===== config.mk =====
export PLATFORM = sky130hd
export DESIGN_NAME = hazardUnit
export DESIGN_NICKNAME = d
export VERILOG_FILES = /design/src/logic/hazardPkg.sv /design/src/logic/forwardSelect.sv /design/src/logic/mulDivTimer.sv /design/src/logic/stallControl.sv /design/src/logic/hazardUnit.sv
export SDC_FILE = /design/constraint.sdc
export NUM_CORES = 1
export LEC_CHECK = 0
export BUFFER_PORTS_ARGS = -buffer_cell sky130_fd_sc_hd__buf_2
export CORE_MARGIN = 2
export CORE_UTILIZATION = 43
export CTS_CLUSTER_SIZE = 28
export DETAILED_ROUTE_END_ITERATION = 10
export HOLD_SLACK_MARGIN = 0.06
export PLACE_DENSITY = 0.86
export SLEW_MARGIN = 20
export SYNTH_ARGS = -nofsm -noshare
export SYNTH_HDL_FRONTEND = slang
export SYNTH_HIERARCHICAL = 1
export SYNTH_SLANG_ARGS = --single-unit

===== constraint.sdc =====
create_clock -name clk -period 3.3 [get_ports clk]
set_clock_uncertainty 0.15 [all_clocks]
set_input_delay 0.495 -clock clk [delete_from_list [all_inputs] [get_ports clk]]
set_output_delay 0.495 -clock clk [all_outputs]
set_load 0.03 [all_outputs]

===== src/logic/hazardPkg.sv =====
`default_nettype none

package hazardPkg;

    // register index, matches the core's register address width
    typedef logic [6:0] regIdx_t;

    // operand source for the branch comparator and the ALU
    typedef logic [1:0] fwdSel_t;

    localparam fwdSel_t fwdNone  = 2'b00; // register file value
    localparam fwdSel_t fwdFromW = 2'b01; // writeback result
    localparam fwdSel_t fwdFromM = 2'b10; // memory-stage ALU result

    // stall bits {F, D, E, M, W}, fetch in the msb
    typedef logic [4:0] stallMask_t;

    // flush bits {D, E, M, W}, decode in the msb
    typedef logic [3:0] flushMask_t;

    // hazard FSM states
    typedef enum logic [3:0] {
        run           = 4'b0000,
        exception     = 4'b0001,
        loadUseBranch = 4'b0100,
        loadUseExec   = 4'b0101,
        aluWait       = 4'b1000,
        mulDivDrain   = 4'b1001,
        fetchWait     = 4'b1100,
        memWait       = 4'b1101,
        excMemWait    = 4'b1110
    } hazState_t;

endpackage

`default_nettype wire


===== src/logic/forwardSelect.sv =====
`timescale 1ns/1ps
`default_nettype none

// Operand forwarding for the decode-stage branch comparator and the execute-stage ALU.
// Both stages pick from the same two producers: the memory-stage ALU result and the
// writeback result. Load data in memory is never forwarded.
module forwardSelect #(
    parameter int RegAddrWidth = 7
) (
    input  wire logic             rst,
    input  wire hazardPkg::regIdx_t rsD,
    input  wire hazardPkg::regIdx_t rtD,
    input  wire hazardPkg::regIdx_t rsE,
    input  wire hazardPkg::regIdx_t rtE,
    input  wire hazardPkg::regIdx_t writeRegM,
    input  wire hazardPkg::regIdx_t writeRegW,
    input  wire logic             regWriteM,
    input  wire logic             regWriteW,
    input  wire logic             memToRegM,
    output hazardPkg::fwdSel_t    fwdAD,
    output hazardPkg::fwdSel_t    fwdBD,
    output hazardPkg::fwdSel_t    fwdAE,
    output hazardPkg::fwdSel_t    fwdBE
);

    // match-and-priority for one operand, memory stage first
    function automatic hazardPkg::fwdSel_t pickSource(
        input logic [RegAddrWidth-1:0] src,
        input logic [RegAddrWidth-1:0] dstM,
        input logic [RegAddrWidth-1:0] dstW,
        input logic                    wrM,
        input logic                    wrW,
        input logic                    loadM
    );
        hazardPkg::fwdSel_t sel;
        sel = hazardPkg::fwdNone;
        if (src == '0) begin
            sel = hazardPkg::fwdNone; // r0 is hardwired
        end else if (wrM && !loadM && dstM == src) begin
            sel = hazardPkg::fwdFromM;
        end else if (wrW && dstW == src) begin
            sel = hazardPkg::fwdFromW;
        end
        return sel;
    endfunction

    always_comb begin
        if (rst) begin
            fwdAD = hazardPkg::fwdNone;
            fwdBD = hazardPkg::fwdNone;
            fwdAE = hazardPkg::fwdNone;
            fwdBE = hazardPkg::fwdNone;
        end else begin
            fwdAD = pickSource(rsD, writeRegM, writeRegW, regWriteM, regWriteW, memToRegM);
            fwdBD = pickSource(rtD, writeRegM, writeRegW, regWriteM, regWriteW, memToRegM);
            fwdAE = pickSource(rsE, writeRegM, writeRegW, regWriteM, regWriteW, memToRegM);
            fwdBE = pickSource(rtE, writeRegM, writeRegW, regWriteM, regWriteW, memToRegM);
        end
    end

endmodule

`default_nettype wire


===== src/logic/mulDivTimer.sv =====
`timescale 1ns/1ps
`default_nettype none

// Drain window after a multiply/divide result is ready.
// Busy for exactly MulDivCycles clocks following the start pulse.
module mulDivTimer #(
    parameter int MulDivCycles = 2
) (
    input  wire logic clk,
    input  wire logic rst,
    input  wire logic drainStart,
    output logic      drainBusy
);

    localparam int CountWidth = (MulDivCycles < 1) ? 1 : $clog2(MulDivCycles + 1);

    logic [CountWidth-1:0] count; // cycles left in the window

    always_ff @(posedge clk) begin
        if (rst) begin
            count <= '0;
        end else if (drainStart) begin
            count <= CountWidth'(MulDivCycles); // restart on every pulse
        end else if (count != '0) begin
            count <= count - CountWidth'(1);
        end
    end

    assign drainBusy = (count != '0);

endmodule

`default_nettype wire


===== src/logic/stallControl.sv =====
`timescale 1ns/1ps
`default_nettype none

// Hazard FSM. The next state is chosen by a fixed priority, and the stall/flush
// masks are decoded from the next state so they follow the inputs in the same cycle.
module stallControl (
    input  wire logic               clk,
    input  wire logic               rst,
    input  wire logic               exceptionClean,
    input  wire logic               exceptionStall,
    input  wire logic               ifStall,
    input  wire logic               memStall,
    input  wire logic               isBranchD,
    input  wire logic               memReadE,
    input  wire logic               memReadM,
    input  wire logic               regWriteE,
    input  wire logic               regWriteM,
    input  wire logic               aluStall,
    input  wire logic               aluDone,
    input  wire logic               drainBusy,
    input  wire hazardPkg::regIdx_t rsD,
    input  wire hazardPkg::regIdx_t rtD,
    input  wire hazardPkg::regIdx_t writeRegE,
    input  wire hazardPkg::regIdx_t writeRegM,
    output logic                    drainStart,
    output hazardPkg::stallMask_t   stallMask,
    output hazardPkg::flushMask_t   flushMask
);

    hazardPkg::hazState_t state;
    hazardPkg::hazState_t nextState;

    logic anyException;
    logic branchLoadUse;
    logic execLoadUse;

    // true when dst feeds a nonzero decode operand
    function automatic logic feedsDecode(
        input hazardPkg::regIdx_t dst,
        input hazardPkg::regIdx_t srcA,
        input hazardPkg::regIdx_t srcB
    );
        return ((dst == srcA) && (srcA != '0)) || ((dst == srcB) && (srcB != '0));
    endfunction

    assign anyException  = exceptionClean || exceptionStall;
    assign branchLoadUse = isBranchD && memReadM && regWriteM
                           && feedsDecode(writeRegM, rsD, rtD); // load two ahead of a branch
    assign execLoadUse   = memReadE && regWriteE
                           && feedsDecode(writeRegE, rsD, rtD); // load right ahead

    always_comb begin
        if (rst) begin
            nextState = hazardPkg::run;
        end else if (anyException && (ifStall || memStall)) begin
            nextState = hazardPkg::excMemWait;
        end else if (anyException) begin
            nextState = hazardPkg::exception;
        end else if (memStall) begin
            nextState = hazardPkg::memWait;
        end else if (branchLoadUse) begin
            nextState = hazardPkg::loadUseBranch;
        end else if (execLoadUse) begin
            nextState = hazardPkg::loadUseExec;
        end else if (aluStall && !aluDone) begin
            nextState = hazardPkg::aluWait;
        end else if (drainBusy) begin
            nextState = hazardPkg::mulDivDrain; // timer runs on even if preempted
        end else if (ifStall) begin
            nextState = hazardPkg::fetchWait;
        end else begin
            nextState = hazardPkg::run;
        end
    end

    always_ff @(posedge clk) begin
        if (rst) begin
            state <= hazardPkg::run;
        end else begin
            state <= nextState;
        end
    end

    // one pulse as the ALU finishes
    assign drainStart = (state == hazardPkg::aluWait) && aluDone;

    always_comb begin
        case (nextState)
            hazardPkg::run: begin
                stallMask = 5'b00000;
                flushMask = 4'b0000;
            end
            hazardPkg::exception: begin
                stallMask = 5'b11111; // freeze and squash everything
                flushMask = 4'b1111;
            end
            hazardPkg::excMemWait: begin
                stallMask = 5'b11111;
                flushMask = 4'b1110; // writeback kept for the pending access
            end
            hazardPkg::memWait: begin
                stallMask = 5'b11110;
                flushMask = 4'b0001; // bubble into writeback
            end
            hazardPkg::loadUseBranch: begin
                stallMask = 5'b11110;
                flushMask = 4'b0010;
            end
            hazardPkg::loadUseExec: begin
                stallMask = 5'b11000;
                flushMask = 4'b0100; // bubble into execute
            end
            hazardPkg::aluWait: begin
                stallMask = 5'b11100;
                flushMask = 4'b0010;
            end
            hazardPkg::mulDivDrain: begin
                stallMask = 5'b11000;
                flushMask = 4'b0100;
            end
            hazardPkg::fetchWait: begin
                stallMask = 5'b11000;
                flushMask = 4'b0100;
            end
            default: begin
                stallMask = 5'b00000;
                flushMask = 4'b0000;
            end
        endcase
    end

endmodule

`default_nettype wire


===== src/logic/hazardUnit.sv =====
`timescale 1ns/1ps
`default_nettype none

module hazardUnit #(
    parameter int MulDivCycles = 2
) (
    input  wire logic               clk,
    input  wire logic               rst,
    input  wire logic               exceptionClean,
    input  wire logic               exceptionStall,
    input  wire logic               ifStall,
    input  wire logic               memStall,
    input  wire logic               isBranchD,
    input  wire logic               memReadE,
    input  wire logic               memReadM,
    input  wire logic               regWriteE,
    input  wire logic               regWriteM,
    input  wire logic               regWriteW,
    input  wire logic               memToRegM,
    input  wire logic               aluStall,
    input  wire logic               aluDone,
    input  wire hazardPkg::regIdx_t rsD,
    input  wire hazardPkg::regIdx_t rtD,
    input  wire hazardPkg::regIdx_t rsE,
    input  wire hazardPkg::regIdx_t rtE,
    input  wire hazardPkg::regIdx_t writeRegE,
    input  wire hazardPkg::regIdx_t writeRegM,
    input  wire hazardPkg::regIdx_t writeRegW,
    output hazardPkg::fwdSel_t      fwdAD,
    output hazardPkg::fwdSel_t      fwdBD,
    output hazardPkg::fwdSel_t      fwdAE,
    output hazardPkg::fwdSel_t      fwdBE,
    output hazardPkg::stallMask_t   stallMask,
    output hazardPkg::flushMask_t   flushMask
);

    logic drainStart; // aluWait -> drain handoff
    logic drainBusy;

    forwardSelect #(
        .RegAddrWidth($bits(hazardPkg::regIdx_t))
    ) fwd (
        .rst       (rst),
        .rsD       (rsD),
        .rtD       (rtD),
        .rsE       (rsE),
        .rtE       (rtE),
        .writeRegM (writeRegM),
        .writeRegW (writeRegW),
        .regWriteM (regWriteM),
        .regWriteW (regWriteW),
        .memToRegM (memToRegM),
        .fwdAD     (fwdAD),
        .fwdBD     (fwdBD),
        .fwdAE     (fwdAE),
        .fwdBE     (fwdBE)
    );

    stallControl ctrl (
        .clk            (clk),
        .rst            (rst),
        .exceptionClean (exceptionClean),
        .exceptionStall (exceptionStall),
        .ifStall        (ifStall),
        .memStall       (memStall),
        .isBranchD      (isBranchD),
        .memReadE       (memReadE),
        .memReadM       (memReadM),
        .regWriteE      (regWriteE),
        .regWriteM      (regWriteM),
        .aluStall       (aluStall),
        .aluDone        (aluDone),
        .drainBusy      (drainBusy),
        .rsD            (rsD),
        .rtD            (rtD),
        .writeRegE      (writeRegE),
        .writeRegM      (writeRegM),
        .drainStart     (drainStart),
        .stallMask      (stallMask),
        .flushMask      (flushMask)
    );

    mulDivTimer #(
        .MulDivCycles(MulDivCycles)
    ) drain (
        .clk        (clk),
        .rst        (rst),
        .drainStart (drainStart),
        .drainBusy  (drainBusy)
    );

endmodule

`default_nettype wire


**Word-level counts from Yosys, hierarchy flattened**

Memory sizes are Yosys's and may differ from the RTL's.
Index checks and enable logic that the tools add are counted.

- Bits in read-only memories: 144
- Logic and storage cells: 79
- Memories kept: 1
- Register bits after elaboration: 6

Memory list:

| name | words | width | read ports | clocked after Yosys merged registers in | wr ports | RTL line | source |
|---|---|---|---|---|---|---|---|
| (name not given) | 16 | 9 | 1 | 0 | 0 | stallControl.sv:88 | `case (nextState)` |

- Reduce and logical (&&, ||, !) cells: 36
- Add/sub/neg operators: 1
- Eq/ne operators: 11
- Mux-type cells: 27

Operator list:

| kind | number |
|---|---|
| == test 7 bit | 10 |
| two-way mux 4 bit | 9 |
| zero test 7 bit | 4 |
| two-way mux 2 bit | 14 |
| logical AND 1 bit | 21 |
| nonzero test 7 bit | 2 |
| == test 4 bit (second input constant) | 1 |
| logical OR 1 bit | 4 |
| two-way mux 1 bit | 4 |
| nonzero test 2 bit | 2 |
| zero test 1 bit | 2 |
| OR reduction 2 bit | 1 |
| subtractor 2 x 1 -> 2 bit (second input constant) | 1 |

**Longest topological paths before layout**

Gate-level depths: netlist of run 1.
An unclocked memory read counts as a cell.

- Depth in word-level cells: 11
- Mapped depth: 13

**Cells and area by module**

Netlist of run 1, hierarchy kept.

By module, submodules not included:

| module | area an instance (µm²) | instances | sequential area each (µm²) | cells an instance |
|---|---|---|---|---|
| forwardSelect | 865.8 | 1 | 0.0 | 108 |
| stallControl | 818.3 | 1 | 80.1 | 104 |
| mulDivTimer | 70.1 | 1 | 40.0 | 6 |

**Least setup slack after synthesis of run 1**

No wires, ideal clock.

- Path kind: in2out
- From: input port rtD[4]
- To: output port stallMask[0]
- Data required time: 2.655 ns
- Path slack: -0.432 ns
- Cell stages on the path: 13
- Data arrival time: 3.087 ns
- Path buffers: 1
- Cells stage by stage: or4_1 nor4_2 or4_4 o41ai_4 a21oi_1 o21ai_0 nor2_1 ha_1 inv_1 nor2_1 a32o_1 a21o_2 buf_4

- Cells in the longest elaborated chain, start to end: 11
- Elaborated cells on any way between the ends: 16

RTL lines:

| what | RTL line | source |
|---|---|---|
| start: declaration | hazardUnit.sv:23 | `input wire hazardPkg::regIdx_t rtD,` |
| == test 7 bit or nonzero test 7 bit (tied branches) | stallControl.sv:43 | `return ((dst == srcA) && (srcA != '0)) \|\| ((dst == srcB) && (srcB != '0));` |
| logical AND 1 bit | stallControl.sv:43 |  |
| logical OR 1 bit | stallControl.sv:43 |  |
| logical AND 1 bit | stallControl.sv:50 | `&& feedsDecode(writeRegE, rsD, rtD);` |
| two-way mux 4 bit | stallControl.sv:63 | `end else if (execLoadUse) begin` |
| two-way mux 4 bit (*) | stallControl.sv:61 | `end else if (branchLoadUse) begin` |
| two-way mux 4 bit (*) | stallControl.sv:59 | `end else if (memStall) begin` |
| two-way mux 4 bit (*) | stallControl.sv:57 | `end else if (anyException) begin` |
| two-way mux 4 bit (*) | stallControl.sv:55 | `end else if (anyException && (ifStall \|\| memStall)) begin` |
| two-way mux 4 bit (*) | stallControl.sv:53 | `if (rst) begin` |
| net ctrl.nextState[0] | stallControl.sv:31 | `hazardPkg::hazState_t nextState;` |
| memory (16 x 9 bit) (*) | - |  |
| end: declaration | hazardUnit.sv:33 | `output hazardPkg::stallMask_t stallMask,` |

The timed path passes the listed nets; every way through them passes the cells marked *.

**Worst setup path in the final report of run 1**

- From: input port rtD[3]
- To: output port flushMask[1]

- Cells in the longest elaborated chain, start to end: 11
- Elaborated cells on any way between the ends: 16

RTL lines:

| what | RTL line | source |
|---|---|---|
| == test 7 bit or nonzero test 7 bit (tied branches) | stallControl.sv:43 |  |
| logical AND 1 bit | stallControl.sv:43 |  |
| logical OR 1 bit | stallControl.sv:43 |  |
| logical AND 1 bit | stallControl.sv:50 |  |
| two-way mux 4 bit | stallControl.sv:63 |  |
| two-way mux 4 bit (*) | stallControl.sv:61 |  |
| two-way mux 4 bit (*) | stallControl.sv:59 |  |
| two-way mux 4 bit (*) | stallControl.sv:57 |  |
| two-way mux 4 bit (*) | stallControl.sv:55 |  |
| two-way mux 4 bit (*) | stallControl.sv:53 |  |
| net ctrl.nextState[0] | stallControl.sv:31 |  |
| memory (16 x 9 bit) (*) | - |  |
| end: declaration | hazardUnit.sv:34 | `output hazardPkg::flushMask_t flushMask` |

Marks and branches as above.

==> impl_metrics.py, run 1 <==
metrics = {
    "run_status": {
        "status": "finished, violations left",
        "violations": "setup timing",
    },
    "sta": {
        "maxSlewHeadroom": 0.490,
        "period_share": 1.13,
        "setup_viol": 8,
        "hold_viol": 0,
        "maxSlewViolCount": 0,
        "whs_ns": 0.324,
        "setup_ws_ns": -0.418,
        "tightest_slew_ns": 0.758,
        "fmax_mhz": 269,
        "finalSetupTns_ns": -2.53,
        "rsz0062_at_grt": "true",
        "min_period_ns": 3.72,
    },
    "final_layout": {
        "nNetsFinal": 393,
        "stdcell_area_um2": 2670,
        "diodes": 0,
        "num-fill-cells": 296,
        "drive_gt1_frac": 0.483,
        "fin_util": 0.672,
        "area_growth_pct": 52.1,
    },
    "placed_design": {
        "dpl.hpwl_mm": 4.96,
        "portBuffers": 80,
        "gp_congestion": 0.936,
        "placed_cell_area_um2": 2410,
    },
    "worst_setup_path": {
        "end_kind": "output pin",
        "crit_top_cell": "nor2_2",
        "crit_path_top_delay_cell": "or4_4",
        "start_kind": "primary input",
        "cp_data_arrival_time_ns": 3.07,
        "crit_fanout": 4,
        "crit_path_cell_trace": "buf_6, or4_4, nor4_4, buf_4, nor4_4, nor2_2, a21oi_2, o21ai_2, nor2_2, ha_4, inv_2, nor2_2, a32o_2, a221o_2, buf_6",
        "ff2ff_setup_slack_ns": 1.76,
        "cp.required_ns": 2.65,
        "crit_type": "in -> out",
        "critical_path.max_stage_delay_ns": 0.54,
    },
    "route": {
        "wire_per_inst_um": 17.1,
        "ant_nets": 0,
        "viasPerCell": 5.68,
        "finalWirelength_mm": 6.36,
        "drc": 0,
        "drtIter0Drc": 152,
        "vias": 2119,
        "dr.pass1.iters": 4,
    },
    "synth": {
        "synth.top_cells.by_count": "xnor2_1 (67), nand4_1 (17), nor2_1 (17), xor2_1 (17), nor4_1 (14)",
        "yosysTopAreaCellShare": 0.335,
        "synth_cell_type_count": 39,
        "synthCells": 218,
        "synth_edf_count": 0,
        "yosys_most_used_dff": "dfxtp_1",
        "ys_warn_count": 6,
        "ys_seq_area_frac": 0.0685,
        "synthMostInstantiatedCell": "xnor2_1",
        "avgSynthCellArea_um2": 8.05,
        "synth.area.top_cells": "xnor2_1 (33%), xor2_1 (8.5%), dfxtp_1 (6.8%), nand4_1 (6.1%), nor4_1 (5.0%)",
        "syn-cell-area_um2": 1750,
        "netlist.top_cell.by_area": "xnor2_1",
        "synth-seq-cells": 6,
        "syn_nets": 286,
        "async_reset_ff_frac": 0,
    },
    "die": {
        "die_area_um2": 4610,
        "io_pins": 81,
        "start_util": 0.442,
        "die_h_um": 67.9,
        "die_w_um": 67.9,
        "coreArea_um2": 3970,
        "fp-row-count": 23,
    },
    "cts": {
        "ctsRootBufferMaster": "clkbuf_8",
        "ctsHoldBuffers": 0,
        "worstSkewPairLatency_ns": 0.23,
        "numClockSinks": 6,
        "clock_tree.buffer_depth": 2,
        "h-tree-depth": 1,
        "cts_tree": "done",
        "cts_made_buffers": 3,
        "cts.clk_slew.worst_paths_ns": 0.04,
    },
    "power_and_ir_drop": {
        "vdd_drop_max_mv": 0.103,
        "p_per_area_nw_per_um2": 213,
        "leakage_nw": 1.11,
    },
    "worst_hold_path": {
        "hold_path.class": "reg -> reg",
    },
    "global_route": {
        "grt_pass1_wl_mm": 9.30,
        "overflow": 0,
        "grt_antenna_before_repair": 0,
        "grt_usage": 0.264,
        "grt_pass1_vias": 2061,
        "grt_max_degree": 10,
    },
    "flow_run": {
        "drv_cap": 0,
    },
}
## final cells by class
cell class	instances	area [um^2]	area share
multi-input cells	192	1670	0.626
repair buffers	118	759	0.285
flip-flops and latches	6	120	0.0450
well taps	50	62.6	0.0235
clock buffers	3	41.3	0.0155
inverters	4	15.0	0.00563
## worst max-delay path, delay by kind of cell
kind | cells | cell delay, ns
and+or+nand+nor | 6 | 1.05
buffers and inverters | 4 | 0.49
AOI/OAI and AO/OA | 4 | 0.86
adders and majority gates | 1 | 0.17
## state kept, by name, summed over array words and instances (netlist names)
| register | count |
|---|---|
| ctrl/state | 4 |
| drain/count | 2 |
## layer usage
layer / vias to the layer above / GRT usage / share of wire
li1: 986 / - / -
met1: 982 / 0.337 / 0.40
met2: 124 / 0.453 / 0.48
met3: 27 / 0.0345 / 0.086
met4: 0 / 0.0975 / 0.033
met5: - / 0 / 0
## layout by cell type, fill, tap and decap left out, types with 6 or more instances in the layout
| cell | instances |
|---|---|
| xor2_1 | 17 |
| nor4_1 | 13 |
| nor4_4 | 6 |
| buf_2 | 70 |
| buf_4 | 35 |
| buf_6 | 13 |
| nand2_1 | 7 |
| xnor2_1 | 66 |
| or4_4 | 6 |
| dfxtp_1 | 6 |
| nand4_1 | 17 |
| nor2_1 | 14 |
## worst paths after layout
kind / start / endpoint / depth (start not counted)
worst max-delay path: rtD[3] / flushMask[1] / 15
worst min-delay path: drain/count[0]$_SDFFE_PP0P_ / drain/count[0]$_SDFFE_PP0P_ / 1
worst max register to register: drain/count[0]$_SDFFE_PP0P_ / ctrl/state[3]$_SDFF_PP0_ / 5
worst min register to register: drain/count[0]$_SDFFE_PP0P_ / drain/count[0]$_SDFFE_PP0P_ / 1
## cell families after synthesis
logic type / Yosys count / synth area share
adders and majority gates: 4 / 0.0285
xor gates and xnor gates: 84 / 0.419
DFF: 6 / 0.0685
AOI/OAI and AO/OA: 17 / 0.0885
muxes: 2 / 0.0150
and+or+nand+nor: 85 / 0.328
buffers and inverters: 20 / 0.0521
## metrics by stage
stage                     worst slack (ns)  power [W]  std cells
after global placement              -0.396   0.000398        366
after CTS                           -0.384   0.000544        369
final                               -0.418   0.000568        373
after global routing                -0.467   0.000596        373
after floorplan                     -0.162   0.000269        218
after detailed placement            -0.452   0.000407        366
## power breakdown
part	internal [W]	leakage (nW)	switching [W]	total (W)
clock network	0.0000786	0.0216	0.0000348	0.000113
registers	0.0000770	0.0496	0.00000130	0.0000783
logic	0.000183	1.04	0.000194	0.000376
## timing repair
| item | 4_1_cts | 5_1_grt |
|---|---|---|
| endpoints found under the setup margin | 9 | 9 |
| cloned | 0 | 0 |
| buffers inserted | 1 | 4 |
| pin swaps | 2 | 3 |
| resized for setup | 27 | 12 |
Note: power is estimated with default switching activity, not from simulation.
==> run 2: changes to the inputs <==
Settings changed: PLACE_DENSITY 0.86 to 0.77.
==> impl_metrics.py, run 2 (same netlist as run 1, synthesis figures left out) <==
metrics = {
    "sta": {
        "setup_viol": 8,
        "hold_viol": 0,
        "maxSlewHeadroom": 0.653,
        "setup_ws_ns": -0.354,
        "rsz0062_at_grt": "true",
        "maxSlewViolCount": 0,
        "period_share": 1.11,
        "fmax_mhz": 274,
        "min_period_ns": 3.65,
        "tightest_slew_ns": 0.515,
        "finalSetupTns_ns": -1.88,
    },
    "final_layout": {
        "final_common_cell": "buf_2",
        "area_growth_pct": 54.4,
        "nNetsFinal": 401,
        "mostFrequentLayoutCells": "buf_2 (68), xnor2_1 (67), buf_4 (44)",
        "regArea_um2": 120,
        "largest_reg_flops": 4,
        "fin_util": 0.682,
        "num-fill-cells": 310,
        "drive_gt1_frac": 0.489,
        "diodes": 0,
        "multiInputGateArea_um2": 1640,
        "top_regs": "ctrl/state: 4 flops, drain/count: 2 flops",
        "finalNonFillerCells": 381,
        "top_register": "ctrl/state",
    },
    "global_route": {
        "grt_antenna_before_repair": 0,
        "grt_pass1_vias": 2060,
        "grt_usage": 0.268,
        "overflow": 0,
        "grt_pass1_wl_mm": 9.43,
        "grt_max_degree": 10,
    },
    "cts": {
        "h-tree-depth": 1,
        "cts.clk_slew.worst_paths_ns": 0.04,
        "cts_tree": "done",
        "worstSkewPairLatency_ns": 0.22,
        "ctsRootBufferMaster": "clkbuf_8",
        "cts_made_buffers": 3,
        "ctsHoldBuffers": 0,
        "numClockSinks": 6,
        "clock_tree.buffer_depth": 2,
    },
    "placed_design": {
        "gp_congestion": 0.920,
        "place_inst": 372,
        "portBuffers": 80,
        "dpl.hpwl_mm": 4.78,
    },
    "worst_setup_path": {
        "crit_path_cell_trace": "buf_2, or4_4, nor4_4, or4_4, o41ai_4, a21oi_2, o21ai_2, nor2_2, ha_2, inv_2, nor2_1, a32o_2, a221o_2, buf_6",
        "end_kind": "output pin",
        "crit_type": "in -> out",
        "crit_fanout": 4,
        "start_kind": "primary input",
        "crit_top_cell": "or4_4",
        "cp.required_ns": 2.65,
        "crit_family": "compound AO/OA/AOI/OAI gates",
        "critical_path.max_stage_delay_ns": 0.55,
        "crit_path_top_delay_cell": "or4_4",
        "cp_data_arrival_time_ns": 3.01,
        "crit_buf_inv": 3,
    },
    "route": {
        "drtIter0Drc": 100,
        "wire_per_inst_um": 16.5,
        "ant_nets": 0,
        "viasPerCell": 5.46,
        "drc": 0,
        "finalWirelength_mm": 6.30,
        "vias": 2079,
        "dr.pass1.iters": 4,
    },
    "power_and_ir_drop": {
        "vdd_drop_max_mv": 0.0850,
        "p_per_area_nw_per_um2": 210,
        "leakage_nw": 1.14,
    },
    "worst_hold_path": {
        "hold_path.class": "reg -> reg",
    },
    "die": {
        "coreArea_um2": 3970,
        "die_area_um2": 4610,
        "start_util": 0.442,
        "die_w_um": 67.9,
        "die_h_um": 67.9,
        "fp-row-count": 23,
        "io_pins": 81,
    },
    "flow_run": {
        "drv_cap": 0,
    },
    "run_status": {
        "violations": "setup timing",
        "status": "finished, violations left",
    },
}
==> run 2: cell count changes in the layout (fill, tap and decap cells not counted), sizes merged <==
| cell | previous run | this run |
|---|---|---|
| buf | 118 | 126 |
==> run 2: final timing paths <==
check / depth (start not counted) / start / slack, ns / end
worst max-delay path: 14 / rtD[5] / -0.35 / flushMask[1]
worst max register to register: 8 / drain/count[1]$_SDFFE_PP0P_ / 1.71 / ctrl/state[0]$_SDFF_PP0_
worst min-delay path: 1 / drain/count[0]$_SDFFE_PP0P_ / 0.33 / drain/count[0]$_SDFFE_PP0P_
worst min register to register: 1 / drain/count[0]$_SDFFE_PP0P_ / 0.33 / drain/count[0]$_SDFFE_PP0P_
==> run 2: power by group <==
part           internal [W]  leakage [nW]  total [W]  switching, W
clock network     0.0000784        0.0216   0.000110     0.0000317
logic              0.000189          1.07   0.000381      0.000192
registers         0.0000770        0.0496  0.0000783    0.00000126
==> run 2: metrics by stage <==
stage	hold WS, ns	instance area (um^2)	setup WS [ns]	total power [W]
2_1_floorplan	0.276	1770	-0.162	0.000269
3_3_place_gp	0.297	2460	-0.253	0.000405
3_5_place_dp	0.303	2460	-0.407	0.000413
4_1_cts	0.333	2660	-0.237	0.000556
5_1_grt	0.351	2710	-0.454	0.000602
6_report	0.332	2710	-0.354	0.000570
==> run 2: timing repair <==
| action | in CTS | in global routing |
|---|---|---|
| hold endpoints to repair | 0 | 0 |
| setup buffers | 4 | 3 |
| setup endpoints to repair | 8 | 8 |
| cloned | 0 | 0 |
| pin swaps | 4 | 3 |
| resized for setup | 30 | 8 |
==> run 2: cell type report <==
type | instances | share of cell area
clock buffer | 3 | 0.0152
inverter | 4 | 0.00555
multi-input combinational | 192 | 0.606
sequential | 6 | 0.0444
tap | 50 | 0.0231
timing repair buffer | 126 | 0.306
==> run 2: metal layers <==
metal	track usage	vias up	share of wire	wire length [um]
li1	-	1002	-	-
met3	0.0230	21	0.042	266
met2	0.511	78	0.53	3350
met1	0.306	978	0.39	2470
met5	0	-	0	0
met4	0.100	0	0.034	212
==> run 3: changes to the inputs <==
Settings changed: CORE_UTILIZATION 43 to 48, PLACE_DENSITY 0.77 to 0.82, REMOVE_ABC_BUFFERS set to 1, SETUP_SLACK_MARGIN set to 0.3.
Clock period 3.3 ns to 3.4 ns, I/O delays scaled along.
==> impl_metrics.py, run 3 (same netlist as run 1, synthesis figures left out) <==
metrics = {
    "run_status": {
        "status": "finished, violations left",
        "violations": "setup timing",
    },
    "die": {
        "die_h_um": 64.5,
        "io_pins": 81,
        "die_area_um2": 4150,
        "start_util": 0.514,
        "fp-row-count": 21,
        "coreArea_um2": 3420,
        "die_w_um": 64.5,
    },
    "route": {
        "viasPerCell": 5.89,
        "ant_nets": 0,
        "wire_per_inst_um": 18.7,
        "drtIter0Drc": 195,
        "dr.pass1.iters": 6,
        "finalWirelength_mm": 6.94,
        "drc": 0,
        "vias": 2191,
    },
    "placed_design": {
        "place_ws_ns": -0.458,
        "gp_congestion": 0.931,
        "dpl.hpwl_mm": 4.93,
        "portBuffers": 80,
    },
    "worst_setup_path": {
        "cp.required_ns": 2.74,
        "end_kind": "output pin",
        "crit_family": "compound AO/OA/AOI/OAI gates",
        "start_kind": "primary input",
        "crit_path_cell_trace": "buf_2, xnor2_2, nand2_1, or4_4, o41ai_4, a21oi_1, o21ai_1, nor2_1, ha_2, inv_2, nor2_2, a32o_2, a221o_1, buf_6",
        "crit_type": "in -> out",
        "crit_buf_inv": 3,
        "crit_fanout": 4,
        "crit_path_top_delay_cell": "or4_4",
        "cp_data_arrival_time_ns": 3.10,
        "critical_path.max_stage_delay_ns": 0.56,
    },
    "sta": {
        "tightest_slew_ns": 0.590,
        "period_share": 1.11,
        "rsz0062_at_grt": "true",
        "hold_viol": 0,
        "setup_ws_ns": -0.358,
        "whs_ns": 0.319,
        "setup_viol": 9,
        "maxSlewViolCount": 0,
        "maxSlewHeadroom": 0.604,
        "fmax_mhz": 266,
        "min_period_ns": 3.76,
    },
    "final_layout": {
        "largest_reg_flops": 4,
        "drive_gt1_frac": 0.485,
        "area_growth_pct": 53.0,
        "diodes": 0,
        "multiInputGateArea_um2": 1670,
        "final_common_cell": "buf_2",
        "regArea_um2": 120,
        "nNetsFinal": 396,
        "top_register": "ctrl/state",
        "num-fill-cells": 220,
        "mostFrequentLayoutCells": "buf_2 (68), xnor2_1 (62), buf_4 (36)",
        "top_regs": "ctrl/state: 4 flops, drain/count: 2 flops",
    },
    "cts": {
        "cts_made_buffers": 3,
        "worstSkewPairLatency_ns": 0.24,
        "h-tree-depth": 1,
        "clock_tree.buffer_depth": 2,
        "ctsHoldBuffers": 0,
        "numClockSinks": 6,
        "cts_tree": "done",
        "cts.clk_slew.worst_paths_ns": 0.05,
        "ctsRootBufferMaster": "clkbuf_4",
    },
    "power_and_ir_drop": {
        "power_w": 0.000525,
        "leakage_nw": 1.14,
        "vdd_drop_max_mv": 0.0898,
        "p_per_area_nw_per_um2": 196,
    },
    "global_route": {
        "overflow": 0,
        "grt_max_degree": 13,
        "grt_pass1_wl_mm": 10.8,
        "grt_usage": 0.332,
        "grt_antenna_before_repair": 0,
        "grt_pass1_vias": 2237,
    },
    "worst_hold_path": {
        "hold_path.class": "reg -> reg",
    },
    "flow_run": {
        "drv_cap": 0,
    },
}
run 3: cell count changes in the layout (fill, tap and decap cells not counted), moves of 2 or more:
cell,delta
a221o_1,+2
a221o_2,-2
buf_4,-8
buf_6,+3
clkbuf_4,+3
clkbuf_8,-3
xnor2_1,-5
xnor2_2,+5
run 3: repair_timing:
item | 4_1_cts | 5_1_grt
endpoints found under the setup margin | 9 | 9
pin swaps | 14 | 8
setup buffers | 4 | 0
resized for setup | 40 | 10
run 3: cell type report:
cell class                      count  area share
Tap cell                           46      0.0214
Timing Repair Buffer              121       0.299
Sequential cell                     6      0.0448
Multi-Input combinational cell    192       0.621
Inverter                            4     0.00559
Clock buffer                        3     0.00839
run 3: worst paths after layout:
check	from	to	slack, ns	cells past startpoint
setup / recovery	rtD[2]	stallMask[2]	-0.36	14
hold / removal	drain/count[0]$_SDFFE_PP0P_	drain/count[0]$_SDFFE_PP0P_	0.32	1
hold reg to reg	drain/count[0]$_SDFFE_PP0P_	drain/count[0]$_SDFFE_PP0P_	0.32	1
setup reg to reg	drain/count[0]$_SDFFE_PP0P_	ctrl/state[3]$_SDFF_PP0_	1.91	5
run 3: report_power, final:
| group | switching, W | internal, W | total [W] | leakage (nW) |
|---|---|---|---|---|
| sequential | 0.00000105 | 0.0000744 | 0.0000754 | 0.0496 |
| clock | 0.0000277 | 0.0000401 | 0.0000677 | 0.0138 |
| combinational | 0.000197 | 0.000185 | 0.000382 | 1.07 |
run 3: routing by layer:
layer  global-route usage  vias up  wire [um]
li1                     -      995          -
met1                0.432     1014       2790
met2                0.563      148       3280
met3               0.0399       34        601
met4                0.122        0        271
met5                    0        -          0
run 3: worst register-to-register path, cell delays in order, from the launching register on:
cell	delay [ns]
dfxtp_1	0.36
or2_1	0.16
nand2b_1	0.16
nor2_1	0.06
o31ai_1	0.38
nor2b_1	0.17
run 3: metrics by stage:
| stage | util | TNS (ns) | instances | cell area (um^2) |
|---|---|---|---|---|
| final | 0.786 | -1.81 | 372 | 2680 |
| after global routing | 0.786 | -2.38 | 372 | 2680 |
| after global placement | 0.707 | -2.18 | 365 | 2410 |
| after detailed placement | 0.707 | -2.85 | 365 | 2410 |
| after floorplan | - | -2.06 | 202 | 1680 |
| after CTS | 0.767 | -2.16 | 372 | 2620 |
